**config.mk**
```make
export PLATFORM = sky130hd
export DESIGN_NAME = lsu_top
export DESIGN_NICKNAME = d
export VERILOG_FILES = /design/src/lsu_pkg.sv /design/src/lsu_addr_gen.sv /design/src/lsu_load_queue.sv /design/src/lsu_load_format.sv /design/src/lsu_commit.sv /design/src/lsu_top.sv
export SDC_FILE = /design/constraint.sdc
export NUM_CORES = 1
export LEC_CHECK = 0
export BUFFER_PORTS_ARGS = -buffer_cell sky130_fd_sc_hd__buf_4
export CELL_PAD_IN_SITES_DETAIL_PLACEMENT = 0
export CELL_PAD_IN_SITES_GLOBAL_PLACEMENT = 1
export CORE_AREA = 5 5 332 334
export DETAILED_ROUTE_END_ITERATION = 10
export DIE_AREA = 0 0 337 339
export PLACE_DENSITY = 0.51
export SYNTH_ARGS = -nofsm -noshare
export SYNTH_HDL_FRONTEND = slang
export SYNTH_SLANG_ARGS = --single-unit
```
**constraint.sdc**
```tcl
create_clock -name clk -period 8.2 [get_ports clk]
set_input_delay 0.82 -clock clk [delete_from_list [all_inputs] [get_ports clk]]
set_output_delay 0.82 -clock clk [all_outputs]
set_load 0.05 [all_outputs]
```
**src/lsu_pkg.sv**
```systemverilog
/*
 * lsu_pkg
 * shared widths, opcodes and bus records of the SIMD load/store unit
 */
`default_nettype none

package lsu_pkg;

    localparam int XLEN        = 32;
    localparam int WORD_ADDR_W = XLEN - 2;
    localparam int NW_WIDTH    = 2;
    localparam int NR_BITS     = 5;
    // lane count of all records below, lsu_top NUM_LANES has to match
    localparam int NUM_LANES   = 4;

    typedef enum logic [3:0] {
        LB, LH, LW, LBU, LHU, SB, SH, SW, FENCE
    } lsu_op_e;

    typedef logic [NUM_LANES-1:0][XLEN-1:0] lane_data_t;

    typedef struct packed {
        logic [NW_WIDTH-1:0]  wid;
        logic [NR_BITS-1:0]   rd;
        lsu_op_e              op;
        logic [NUM_LANES-1:0] tmask;
        lane_data_t           rs1;
        lane_data_t           rs2;
        logic [XLEN-1:0]      imm;
    } lsu_req_t;

    typedef struct packed {
        logic                                   rw;
        logic [NUM_LANES-1:0]                   mask;
        logic [NUM_LANES-1:0][WORD_ADDR_W-1:0]  addr;
        logic [NUM_LANES-1:0][3:0]              byteen;
        lane_data_t                             data;
    } mem_req_t;

    typedef struct packed {
        logic [NW_WIDTH-1:0]       wid;
        logic [NR_BITS-1:0]        rd;
        lsu_op_e                   op;
        logic [NUM_LANES-1:0]      tmask;
        logic [NUM_LANES-1:0][1:0] align;
    } load_meta_t;

    typedef struct packed {
        logic [NW_WIDTH-1:0]  wid;
        logic [NUM_LANES-1:0] tmask;
        logic [NR_BITS-1:0]   rd;
        logic                 wb;
        lane_data_t           data;
    } commit_t;

    // log2 of the access size in bytes
    function automatic logic [1:0] op_size(lsu_op_e op);
        case (op)
            LB, LBU, SB: return 2'd0;
            LH, LHU, SH: return 2'd1;
            default:     return 2'd2;
        endcase
    endfunction

    function automatic logic op_is_load(lsu_op_e op);
        return (op == LB) || (op == LH) || (op == LW) || (op == LBU) || (op == LHU);
    endfunction

    function automatic logic op_is_store(lsu_op_e op);
        return (op == SB) || (op == SH) || (op == SW);
    endfunction

endpackage

`default_nettype wire

```
**src/lsu_addr_gen.sv**
```systemverilog
/*
 * lsu_addr_gen
 * per-lane address, byte enable and store data formation,
 * plus issue gating for loads, stores and fences
 */
`default_nettype none

module lsu_addr_gen (
    input  logic                req_valid,
    input  lsu_pkg::lsu_req_t   req,
    output logic                req_ready,
    output logic                mem_req_valid,
    input  logic                mem_req_ready,
    output lsu_pkg::mem_req_t   mem_req,
    input  logic                loadq_full,
    input  logic                loadq_empty,
    input  logic                store_slot_free,
    output logic                load_push,
    output lsu_pkg::load_meta_t load_meta,
    output logic                store_push
);
    import lsu_pkg::*;

    logic [NUM_LANES-1:0][XLEN-1:0] full_addr;
    logic is_load;
    logic is_store;
    logic is_fence;
    logic issue_ok;
    logic accept;

    assign is_load  = op_is_load(req.op);
    assign is_store = op_is_store(req.op);
    assign is_fence = (req.op == FENCE);

    // loads need a queue entry, stores need the commit slot
    assign issue_ok = is_load ? !loadq_full : (is_store && store_slot_free);

    assign mem_req_valid = req_valid && issue_ok;

    // fence holds until every outstanding load is answered
    assign req_ready = is_fence ? (loadq_empty && store_slot_free)
                                : (mem_req_ready && issue_ok);

    assign accept     = req_valid && req_ready;
    assign load_push  = accept && is_load;
    assign store_push = accept && (is_store || is_fence);

    always_comb begin
        mem_req.rw      = is_store;
        mem_req.mask    = req.tmask;
        load_meta.wid   = req.wid;
        load_meta.rd    = req.rd;
        load_meta.op    = req.op;
        load_meta.tmask = req.tmask;
        for (int i = 0; i < NUM_LANES; i++) begin
            full_addr[i]       = req.rs1[i] + req.imm;
            mem_req.addr[i]    = full_addr[i][XLEN-1:XLEN-WORD_ADDR_W];
            load_meta.align[i] = full_addr[i][1:0];
            case (op_size(req.op))
                2'd0:    mem_req.byteen[i] = 4'b0001 << full_addr[i][1:0];
                2'd1:    mem_req.byteen[i] = 4'b0011 << {full_addr[i][1], 1'b0};
                default: mem_req.byteen[i] = 4'b1111;
            endcase
            // move store data up to its byte lane
            mem_req.data[i] = req.rs2[i] << {full_addr[i][1:0], 3'b000};
        end
    end

endmodule

`default_nettype wire

```
**src/lsu_load_queue.sv**
```systemverilog
/*
 * lsu_load_queue
 * in-order FIFO holding the metadata of loads waiting for data
 */
`default_nettype none

module lsu_load_queue #(
    parameter int LOADQ_DEPTH = 4
) (
    input  logic                clk,
    input  logic                reset,
    input  logic                push,
    input  lsu_pkg::load_meta_t push_meta,
    input  logic                pop,
    output lsu_pkg::load_meta_t head,
    output logic                full,
    output logic                empty
);
    import lsu_pkg::*;

    localparam int PTR_W = (LOADQ_DEPTH > 1) ? $clog2(LOADQ_DEPTH) : 1;
    localparam int CNT_W = $clog2(LOADQ_DEPTH + 1);

    load_meta_t       entries [LOADQ_DEPTH];
    logic [PTR_W-1:0] wr_ptr;
    logic [PTR_W-1:0] rd_ptr;
    logic [CNT_W-1:0] count;

    // wrap explicitly so non power-of-two depths also work
    function automatic logic [PTR_W-1:0] next_ptr(logic [PTR_W-1:0] ptr);
        return (ptr == PTR_W'(LOADQ_DEPTH - 1)) ? '0 : ptr + 1'b1;
    endfunction

    always_ff @(posedge clk) begin
        if (reset) begin
            wr_ptr <= '0;
            rd_ptr <= '0;
            count  <= '0;
        end else begin
            if (push) begin
                wr_ptr <= next_ptr(wr_ptr);
            end
            if (pop) begin
                rd_ptr <= next_ptr(rd_ptr);
            end
            case ({push, pop})
                2'b10:   count <= count + 1'b1;
                2'b01:   count <= count - 1'b1;
                default: ;
            endcase
        end
    end

    always_ff @(posedge clk) begin
        if (push) begin
            entries[wr_ptr] <= push_meta;
        end
    end

    assign head  = entries[rd_ptr];
    assign full  = (count == CNT_W'(LOADQ_DEPTH));
    assign empty = (count == '0);

endmodule

`default_nettype wire

```
**src/lsu_load_format.sv**
```systemverilog
/*
 * lsu_load_format
 * picks the addressed byte, halfword or word of each lane
 * and sign- or zero-extends it
 */
`default_nettype none

module lsu_load_format (
    input  lsu_pkg::load_meta_t meta,
    input  lsu_pkg::lane_data_t rsp_data,
    output lsu_pkg::lane_data_t result
);
    import lsu_pkg::*;

    always_comb begin
        logic [15:0] half;
        logic [7:0]  byte_sel;
        for (int i = 0; i < NUM_LANES; i++) begin
            half     = meta.align[i][1] ? rsp_data[i][31:16] : rsp_data[i][15:0];
            byte_sel = meta.align[i][0] ? half[15:8] : half[7:0];
            case (meta.op)
                LB:      result[i] = {{(XLEN-8){byte_sel[7]}}, byte_sel};
                LH:      result[i] = {{(XLEN-16){half[15]}}, half};
                LBU:     result[i] = XLEN'(byte_sel);
                LHU:     result[i] = XLEN'(half);
                // word load
                default: result[i] = rsp_data[i];
            endcase
        end
    end

endmodule

`default_nettype wire

```
**src/lsu_commit.sv**
```systemverilog
/*
 * lsu_commit
 * store/fence and load commit slots merged onto one registered
 * commit port, alternating when both slots are full
 */
`default_nettype none

module lsu_commit (
    input  logic             clk,
    input  logic             reset,
    input  logic             store_push,
    input  lsu_pkg::commit_t store_rec,
    input  logic             load_push,
    input  lsu_pkg::commit_t load_rec,
    input  logic             commit_ready,
    output logic             store_slot_free,
    output logic             load_slot_free,
    output logic             commit_valid,
    output lsu_pkg::commit_t commit
);
    import lsu_pkg::*;

    commit_t st_rec;
    commit_t ld_rec;
    commit_t out_rec;
    logic    st_valid;
    logic    ld_valid;
    logic    out_valid;
    logic    last_store;
    logic    out_open;
    logic    take_store;
    logic    take_load;

    assign out_open = !out_valid || commit_ready;

    // round robin only matters when both slots hold a record
    assign take_store = out_open && st_valid && (!ld_valid || !last_store);
    assign take_load  = out_open && ld_valid && !take_store;

    always_ff @(posedge clk) begin
        if (reset) begin
            st_valid   <= 1'b0;
            ld_valid   <= 1'b0;
            out_valid  <= 1'b0;
            last_store <= 1'b0;
        end else begin
            if (store_push) begin
                st_valid <= 1'b1;
            end else if (take_store) begin
                st_valid <= 1'b0;
            end
            if (load_push) begin
                ld_valid <= 1'b1;
            end else if (take_load) begin
                ld_valid <= 1'b0;
            end
            if (take_store || take_load) begin
                out_valid  <= 1'b1;
                last_store <= take_store;
            end else if (commit_ready) begin
                out_valid <= 1'b0;
            end
        end
    end

    always_ff @(posedge clk) begin
        if (store_push) begin
            st_rec <= store_rec;
        end
        if (load_push) begin
            ld_rec <= load_rec;
        end
        if (take_store) begin
            out_rec <= st_rec;
        end else if (take_load) begin
            out_rec <= ld_rec;
        end
    end

    assign store_slot_free = !st_valid;
    assign load_slot_free  = !ld_valid;
    assign commit_valid    = out_valid;
    assign commit          = out_rec;

endmodule

`default_nettype wire

```
**src/lsu_top.sv**
```systemverilog
/*
 * lsu_top
 * load/store unit for one SIMD issue slot with an in-order data port
 */
`default_nettype none

module lsu_top #(
    parameter int NUM_LANES   = 4,
    parameter int LOADQ_DEPTH = 4
) (
    input  logic                                  clk,
    input  logic                                  reset,
    input  logic                                  req_valid,
    output logic                                  req_ready,
    input  lsu_pkg::lsu_req_t                     req,
    output logic                                  mem_req_valid,
    input  logic                                  mem_req_ready,
    output lsu_pkg::mem_req_t                     mem_req,
    input  logic                                  mem_rsp_valid,
    output logic                                  mem_rsp_ready,
    input  logic [NUM_LANES-1:0][lsu_pkg::XLEN-1:0] mem_rsp_data,
    output logic                                  commit_valid,
    input  logic                                  commit_ready,
    output lsu_pkg::commit_t                      commit
);
    import lsu_pkg::*;

    logic       loadq_full;
    logic       loadq_empty;
    logic       store_slot_free;
    logic       load_slot_free;
    logic       load_push;
    logic       store_push;
    logic       rsp_fire;
    load_meta_t load_meta;
    load_meta_t loadq_head;
    lane_data_t ld_result;
    commit_t    store_rec;
    commit_t    load_rec;

    assign mem_rsp_ready = load_slot_free;
    assign rsp_fire      = mem_rsp_valid && load_slot_free;

    // stores and fences retire without write-back
    assign store_rec = '{wid: req.wid, tmask: req.tmask, rd: '0, wb: 1'b0, data: '0};
    assign load_rec  = '{wid: loadq_head.wid, tmask: loadq_head.tmask,
                         rd: loadq_head.rd, wb: 1'b1, data: ld_result};

    lsu_addr_gen addr_gen_inst (
        .req_valid       (req_valid),
        .req             (req),
        .req_ready       (req_ready),
        .mem_req_valid   (mem_req_valid),
        .mem_req_ready   (mem_req_ready),
        .mem_req         (mem_req),
        .loadq_full      (loadq_full),
        .loadq_empty     (loadq_empty),
        .store_slot_free (store_slot_free),
        .load_push       (load_push),
        .load_meta       (load_meta),
        .store_push      (store_push)
    );

    lsu_load_queue #(
        .LOADQ_DEPTH (LOADQ_DEPTH)
    ) load_queue_inst (
        .clk       (clk),
        .reset     (reset),
        .push      (load_push),
        .push_meta (load_meta),
        .pop       (rsp_fire),
        .head      (loadq_head),
        .full      (loadq_full),
        .empty     (loadq_empty)
    );

    lsu_load_format load_format_inst (
        .meta     (loadq_head),
        .rsp_data (mem_rsp_data),
        .result   (ld_result)
    );

    lsu_commit commit_inst (
        .clk             (clk),
        .reset           (reset),
        .store_push      (store_push),
        .store_rec       (store_rec),
        .load_push       (rsp_fire),
        .load_rec        (load_rec),
        .commit_ready    (commit_ready),
        .store_slot_free (store_slot_free),
        .load_slot_free  (load_slot_free),
        .commit_valid    (commit_valid),
        .commit          (commit)
    );

endmodule

`default_nettype wire

```
==> impl_metrics.py, run 1 <==
metrics = {
    "synth": {
        "yosys-top-cells-area": "edfxtp_1, ha_1, and2_1, mux2i_1, a21o_1",
        "ys_types": 78,
        "synth_edf_count": 377,
        "synth_seq_cells": 390,
        "netlist_instances": 2287,
        "ys_seq_area_frac": 0.4738,
        "syn_nets": 2859,
        "avgSynthCellArea_um2": 10.69,
        "synth_most_common_cell": "edfxtp_1",
        "yosys_warnings": 0,
        "yosysTopAreaCell": "edfxtp_1",
        "async_reset_ff_frac": 0,
        "yosysTopAreaCellShare": 0.4631,
        "synthFlopType": "edfxtp_1",
        "ys_top_cells_by_count": "edfxtp_1, nand2_1, and2_1",
        "netlist_area_um2": 24440,
    },
    "pwr": {
        "peakVddDrop_mv": 0.1047,
        "p_leak_nw": 14.26,
        "p_per_area_nw_per_um2": 220.3,
    },
    "critical_path": {
        "critPathLaunchType": "primary input",
        "arrival_ps": 4170,
        "cp_data_required_time_ps": 7380,
        "cp-end-kind": "output port",
        "path_max_fanout": 4,
        "criticalPathCategory": "in2out",
        "reg2reg_setup_slack_ps": 4420,
    },
    "final_layout": {
        "nNetsFinal": 3663,
        "layout-drive-gt1-share": 0.3187,
        "fin_area_um2": 33660,
        "area_growth_pct": 37.70,
    },
    "route": {
        "wl_met1_um": 48860,
        "drt_wl_total_um": 124200,
        "vias_per_cell": 4.804,
        "vias": 21840,
        "wl_met2_um": 64370,
        "ant_nets": 0,
        "wl_per_cell_um": 27.32,
        "top_layer": "met5",
        "drt_iter0_markers": 1256,
        "drc": 0,
        "first_pass_iters": 5,
        "met3_length_um": 8287,
    },
    "sta": {
        "rsz0062_at_grt": "false",
        "setup_violations": 0,
        "worst_pin_slew_ps": 1057,
        "final_max_slew_viol_count": 0,
        "finalHoldViolations": 0,
        "timing.final.crit_share": 0.6089,
        "fin_worst_skew_ps": 34.67,
        "clock.fmax_mhz": 200.3,
        "fin_crit_ps": 4993,
        "max_slew_margin": 0.2951,
        "fin_tns_setup_ps": 0,
    },
    "outcome": {
        "status": "completed",
    },
    "cts": {
        "post-cts-setup-buffers": 0,
        "cts_buffers": 41,
        "cts_hold_buf": 0,
        "cts_buffer_depth": 3,
        "clkSlewWorstSetupHoldPaths_ps": 60,
        "insertion_delay_ps": 580,
        "cts.htree.levels": 2,
        "root_buffer": "clkbuf_16",
        "clkSinkCount": 390,
        "tritoncts": "yes",
        "cts_resized": 0,
    },
    "global_routing": {
        "grt_pass1_vias": 22720,
        "grt_max_degree": 142,
        "antenna_found_initial": 43,
        "grt_usage": 0.2070,
        "grt_overflow": 0,
        "grt_pass1_wl_um": 171800,
    },
    "die": {
        "dieArea_um2": 114200,
        "die_w_um": 337,
        "chipHeight_um": 339,
        "start_util": 0.2293,
        "num_rows": 120,
        "ios": 850,
        "core_um2": 106600,
    },
    "place": {
        "place_area_um2": 32280,
        "gp_congestion": 0.9386,
        "portBuffers": 849,
        "dpl.hpwl_um": 103300,
    },
    "hold_path": {
        "holdCritPathClass": "in2reg",
    },
    "flow_run": {
        "cap_viol_max_count": 0,
    },
}
==> worst max-delay path, cell delays in order <==
cell	delay, ps
buf_4	150
ha_2	200
fa_2	370
a21oi_1	280
o211ai_1	130
a31oi_1	410
o21ai_0	200
a21boi_0	570
o21ai_0	340
a311oi_1	410
buf_4	270
==> report_power, final <==
part	switching (W)	leakage (nW)	internal, W
logic	0.00217	9.96	0.000946
clock network	0.000789	0.642	0.00108
registers	0.0000437	3.66	0.00238
==> flip-flops by register name (all words and copies together), names as in the netlist, named ones only <==
signal	count
commit_inst.commit	140
commit_inst.ld_rec	139
load_queue_inst.entries	92
commit_inst.st_rec	6
load_queue_inst.count	3
load_queue_inst.rd_ptr	2
load_queue_inst.wr_ptr	2
commit_inst.commit_valid	1
commit_inst.last_store	1
commit_inst.ld_valid	1
commit_inst.st_valid	1
==> final cells by class <==
class                           count  area [um2]
Timing Repair Buffer              868        6529
Clock inverter                     20       225.2
Tap cell                         1403        1755
Fill cell                       11090       72940
Multi-Input combinational cell   1718       12140
Antenna cell                       21       52.55
Clock buffer                       54        1106
Inverter                           72       270.3
Sequential cell                   390       11580
==> worst paths after layout <==
kind	start	end	depth (start not counted)
worst max-delay path	req[0]	mem_req[228]	11
worst max register to register	flip-flop	commit_inst.ld_rec[70]	6
worst min register to register	commit_inst.ld_rec[122]	commit_inst.commit[122]	1
worst min-delay path	req[299]	load_queue_inst.entries[2][19]	1
==> cell usage in the layout, fill, tap and decap left out, types with 8 or more instances in the layout <==
cell         n
diode_2     21
ha_1       127
clkbuf_1    11
o31ai_1     10
o21ai_0    121
nand2b_1    17
o211ai_1     9
xor2_1      41
nand2_2      8
nor3_1      17
o221ai_1    29
nor2b_1     56
a211oi_1    60
and2_1     176
a31oi_1     17
and3_1      16
a21oi_1    159
a21o_1     107
nand2_1    211
edfxtp_1   377
nor2_1     125
nand3_1     57
inv_1       72
clkinv_1     9
mux2i_1    105
nand4_1     10
buf_4      867
o21ai_4      8
clkbuf_16   42
o21bai_1    17
mux4_2      22
a311oi_1     9
xnor2_1     74
dfxtp_1     12
==> layer usage <==
| metal | vias up | track usage |
|---|---|---|
| met2 | 788 | 0.3808 |
| met1 | 10770 | 0.2415 |
| met4 | 8 | 0.04896 |
| li1 | 10130 | - |
| met3 | 150 | 0.05002 |
| met5 | - | 0 |
==> through the flow <==
stage / utilization / worst slack, ps / std cells / total power, W / hold WS, ps
global placement: 0.3028 / 3365 / 4451 / 0.005612 / 482.9
floorplan: - / 2050 / 2287 / 0.004429 / 467.8
CTS: 0.3153 / 3228 / 4525 / 0.007516 / 409.7
detailed placement: 0.3028 / 3256 / 4451 / 0.005604 / 502.4
finish: 0.3158 / 3207 / 4546 / 0.007416 / 458.2
global route: 0.3156 / 3020 / 4538 / 0.007728 / 423.1
==> cells by family (layout without fill, tap and decap cells) <==
| kind of cell | after synthesis | in the layout | synth area share |
|---|---|---|---|
| and+or+nand+nor | 720 | 720 | 0.1485 |
| AOI/OAI and AO/OA | 612 | 612 | 0.1667 |
| DFF | 390 | 390 | 0.4738 |
| buffers and inverters | 179 | 1014 | 0.03143 |
| adders and majority gates | 135 | 135 | 0.07064 |
| muxes | 135 | 135 | 0.06705 |
| xor gates and xnor gates | 116 | 116 | 0.04187 |
| other | 0 | 21 | 0 |
(Power assumes the default switching activity.)
==> run 2, diff against run 1 <==
==> constraint.sdc (replaced) <==
create_clock -name clk -period 4.4 [get_ports clk]
set_input_delay 0.44 -clock clk [delete_from_list [all_inputs] [get_ports clk]]
set_output_delay 0.44 -clock clk [all_outputs]
set_load 0.05 [all_outputs]
==> impl_metrics.py, run 2 (synthesis results as in run 1) <==
metrics = {
    "place": {
        "portBuffers": 849,
        "dpl.hpwl_um": 107000,
        "gp_congestion": 0.9523,
        "dpl.cell_count": 4463,
    },
    "final_layout": {
        "layout-drive-gt1-share": 0.3226,
        "largest_register_ffs": 140,
        "layout_common_cells": "buf_4, edfxtp_1, nand2_1",
        "mostFrequentLayoutCell": "buf_4",
        "nNetsFinal": 3674,
        "finalNonFillerCells": 4555,
        "area_growth_pct": 37.96,
    },
    "pwr": {
        "pwr-share-comb": 0.428,
        "seqPwrFrac": 0.331,
        "p_switching_w": 0.005642,
        "peakVddDrop_mv": 0.2579,
        "p_leak_nw": 14.30,
        "p_per_area_nw_per_um2": 406.9,
        "p_clk_frac": 0.241,
        "p_int_w": 0.008081,
        "p_sw_frac": 0.4111,
    },
    "cts": {
        "cts_hold_buf": 0,
        "root_buffer": "clkbuf_16",
        "post-cts-setup-buffers": 0,
        "cts.htree.levels": 2,
        "cts_resized": 0,
        "clkSinkCount": 390,
        "cts_buffers": 40,
        "insertion_delay_ps": 580,
        "tritoncts": "yes",
        "cts_buffer_depth": 3,
        "clkSlewWorstSetupHoldPaths_ps": 60,
    },
    "route": {
        "ant_nets": 0,
        "vias_per_cell": 4.832,
        "drt_iter0_markers": 1488,
        "vias": 22010,
        "wl_per_cell_um": 28.04,
        "first_pass_iters": 6,
        "drt_wl_total_um": 127700,
        "drc": 0,
    },
    "die": {
        "chipHeight_um": 339,
        "core_um2": 106600,
        "ios": 850,
        "die_w_um": 337,
        "start_util": 0.2293,
        "num_rows": 120,
        "dieArea_um2": 114200,
    },
    "sta": {
        "clock.fmax_mhz": 242.0,
        "finalHoldViolations": 0,
        "worst_pin_slew_ps": 1198,
        "fin_worst_skew_ps": 39.68,
        "final_max_slew_viol_count": 0,
        "rsz0062_at_grt": "false",
        "max_slew_margin": 0.2011,
        "fin_tns_setup_ps": 0,
        "setup_violations": 0,
        "fin_crit_ps": 4132,
        "timing.final.crit_share": 0.9391,
    },
    "global_routing": {
        "grt_pass1_vias": 22680,
        "grt_usage": 0.2134,
        "grt_max_degree": 142,
        "grt_pass1_wl_um": 175500,
        "grt_overflow": 0,
        "antenna_found_initial": 50,
    },
    "critical_path": {
        "reg2reg_setup_slack_ps": 1190,
        "critPathLaunchType": "primary input",
        "criticalPathCategory": "in2out",
        "arrival_ps": 3690,
        "cp-end-kind": "output port",
        "crit_start": "req[0]",
        "path_max_fanout": 4,
        "cp_data_required_time_ps": 3960,
    },
    "hold_path": {
        "holdCritPathClass": "in2reg",
        "worst_hold_startpoint": "req[299]",
    },
    "outcome": {
        "status": "completed",
    },
    "flow_run": {
        "cap_viol_max_count": 0,
    },
}
-- run 2: cell types whose count changed in the layout (fill, tap and decap cells not counted), moves of 2 or more --
cell	change
clkinv_1	-7
clkbuf_16	-2
buf_12	+3
clkinvlp_4	+2
buf_4	+9
clkinv_2	+5
bufinv_16	-2
clkinv_16	+2
-- run 2: power groups by stage --
stage | Combinational [W] | Clock (W) | Sequential [W]
2_1_floorplan | 0.00329 | 0 | 0.00496
4_1_cts | 0.00592 | 0.00344 | 0.00455
5_1_grt | 0.00617 | 0.00358 | 0.00456
6_report | 0.00587 | 0.00331 | 0.00454
3_5_place_dp | 0.00589 | 0 | 0.00462
3_3_place_gp | 0.00593 | 0 | 0.00462
-- run 2: metrics by stage --
stage               utilization  worst slack (ps)  power [W]  hold slack [ps]  area, um2
floorplan                     -             11.24   0.008250            467.8      24450
global placement         0.3040             346.4    0.01055            486.6      32400
detailed placement       0.3040             327.9    0.01052            498.9      32400
CTS                      0.3159             315.0    0.01391            8.082      33670
global route             0.3161             77.24    0.01431            15.47      33690
finish                   0.3164             267.9    0.01372            60.06      33720
-- run 2: worst max-delay path, cell delays in order --
cell and delay, ps:
buf_4 170, ha_2 220, fa_1 410, a21oi_1 220, o21ai_0 130, a21oi_1 410
o21bai_1 200, a221oi_1 520, o31ai_1 290, a21boi_0 270, xnor2_1 170, buf_4 230
-- run 2: layout make-up --
type / count / area (um2)
inverters: 72 / 270.3
diodes: 21 / 52.55
repair buffers: 880 / 6656
flip-flops and latches: 390 / 11580
fillers: 11110 / 72880
clock inverters: 17 / 193.9
well taps: 1403 / 1755
multi-input cells: 1718 / 12140
clock buffers: 54 / 1074
-- run 2: routing by layer --
layer	vias up	share of wire	track usage
met2	828	0.51	0.3849
met1	10880	0.39	0.2522
li1	10120	-	-
met4	16	0.026	0.05175
met5	-	0.00093	0
met3	170	0.077	0.05591
-- run 2: worst paths after layout --
path                                    end  cells past startpoint
max                            mem_req[196]                     12
min          load_queue_inst.entries[3][19]                      1
min reg2reg          commit_inst.commit[23]                      1
max reg2reg          commit_inst.ld_rec[52]                      7
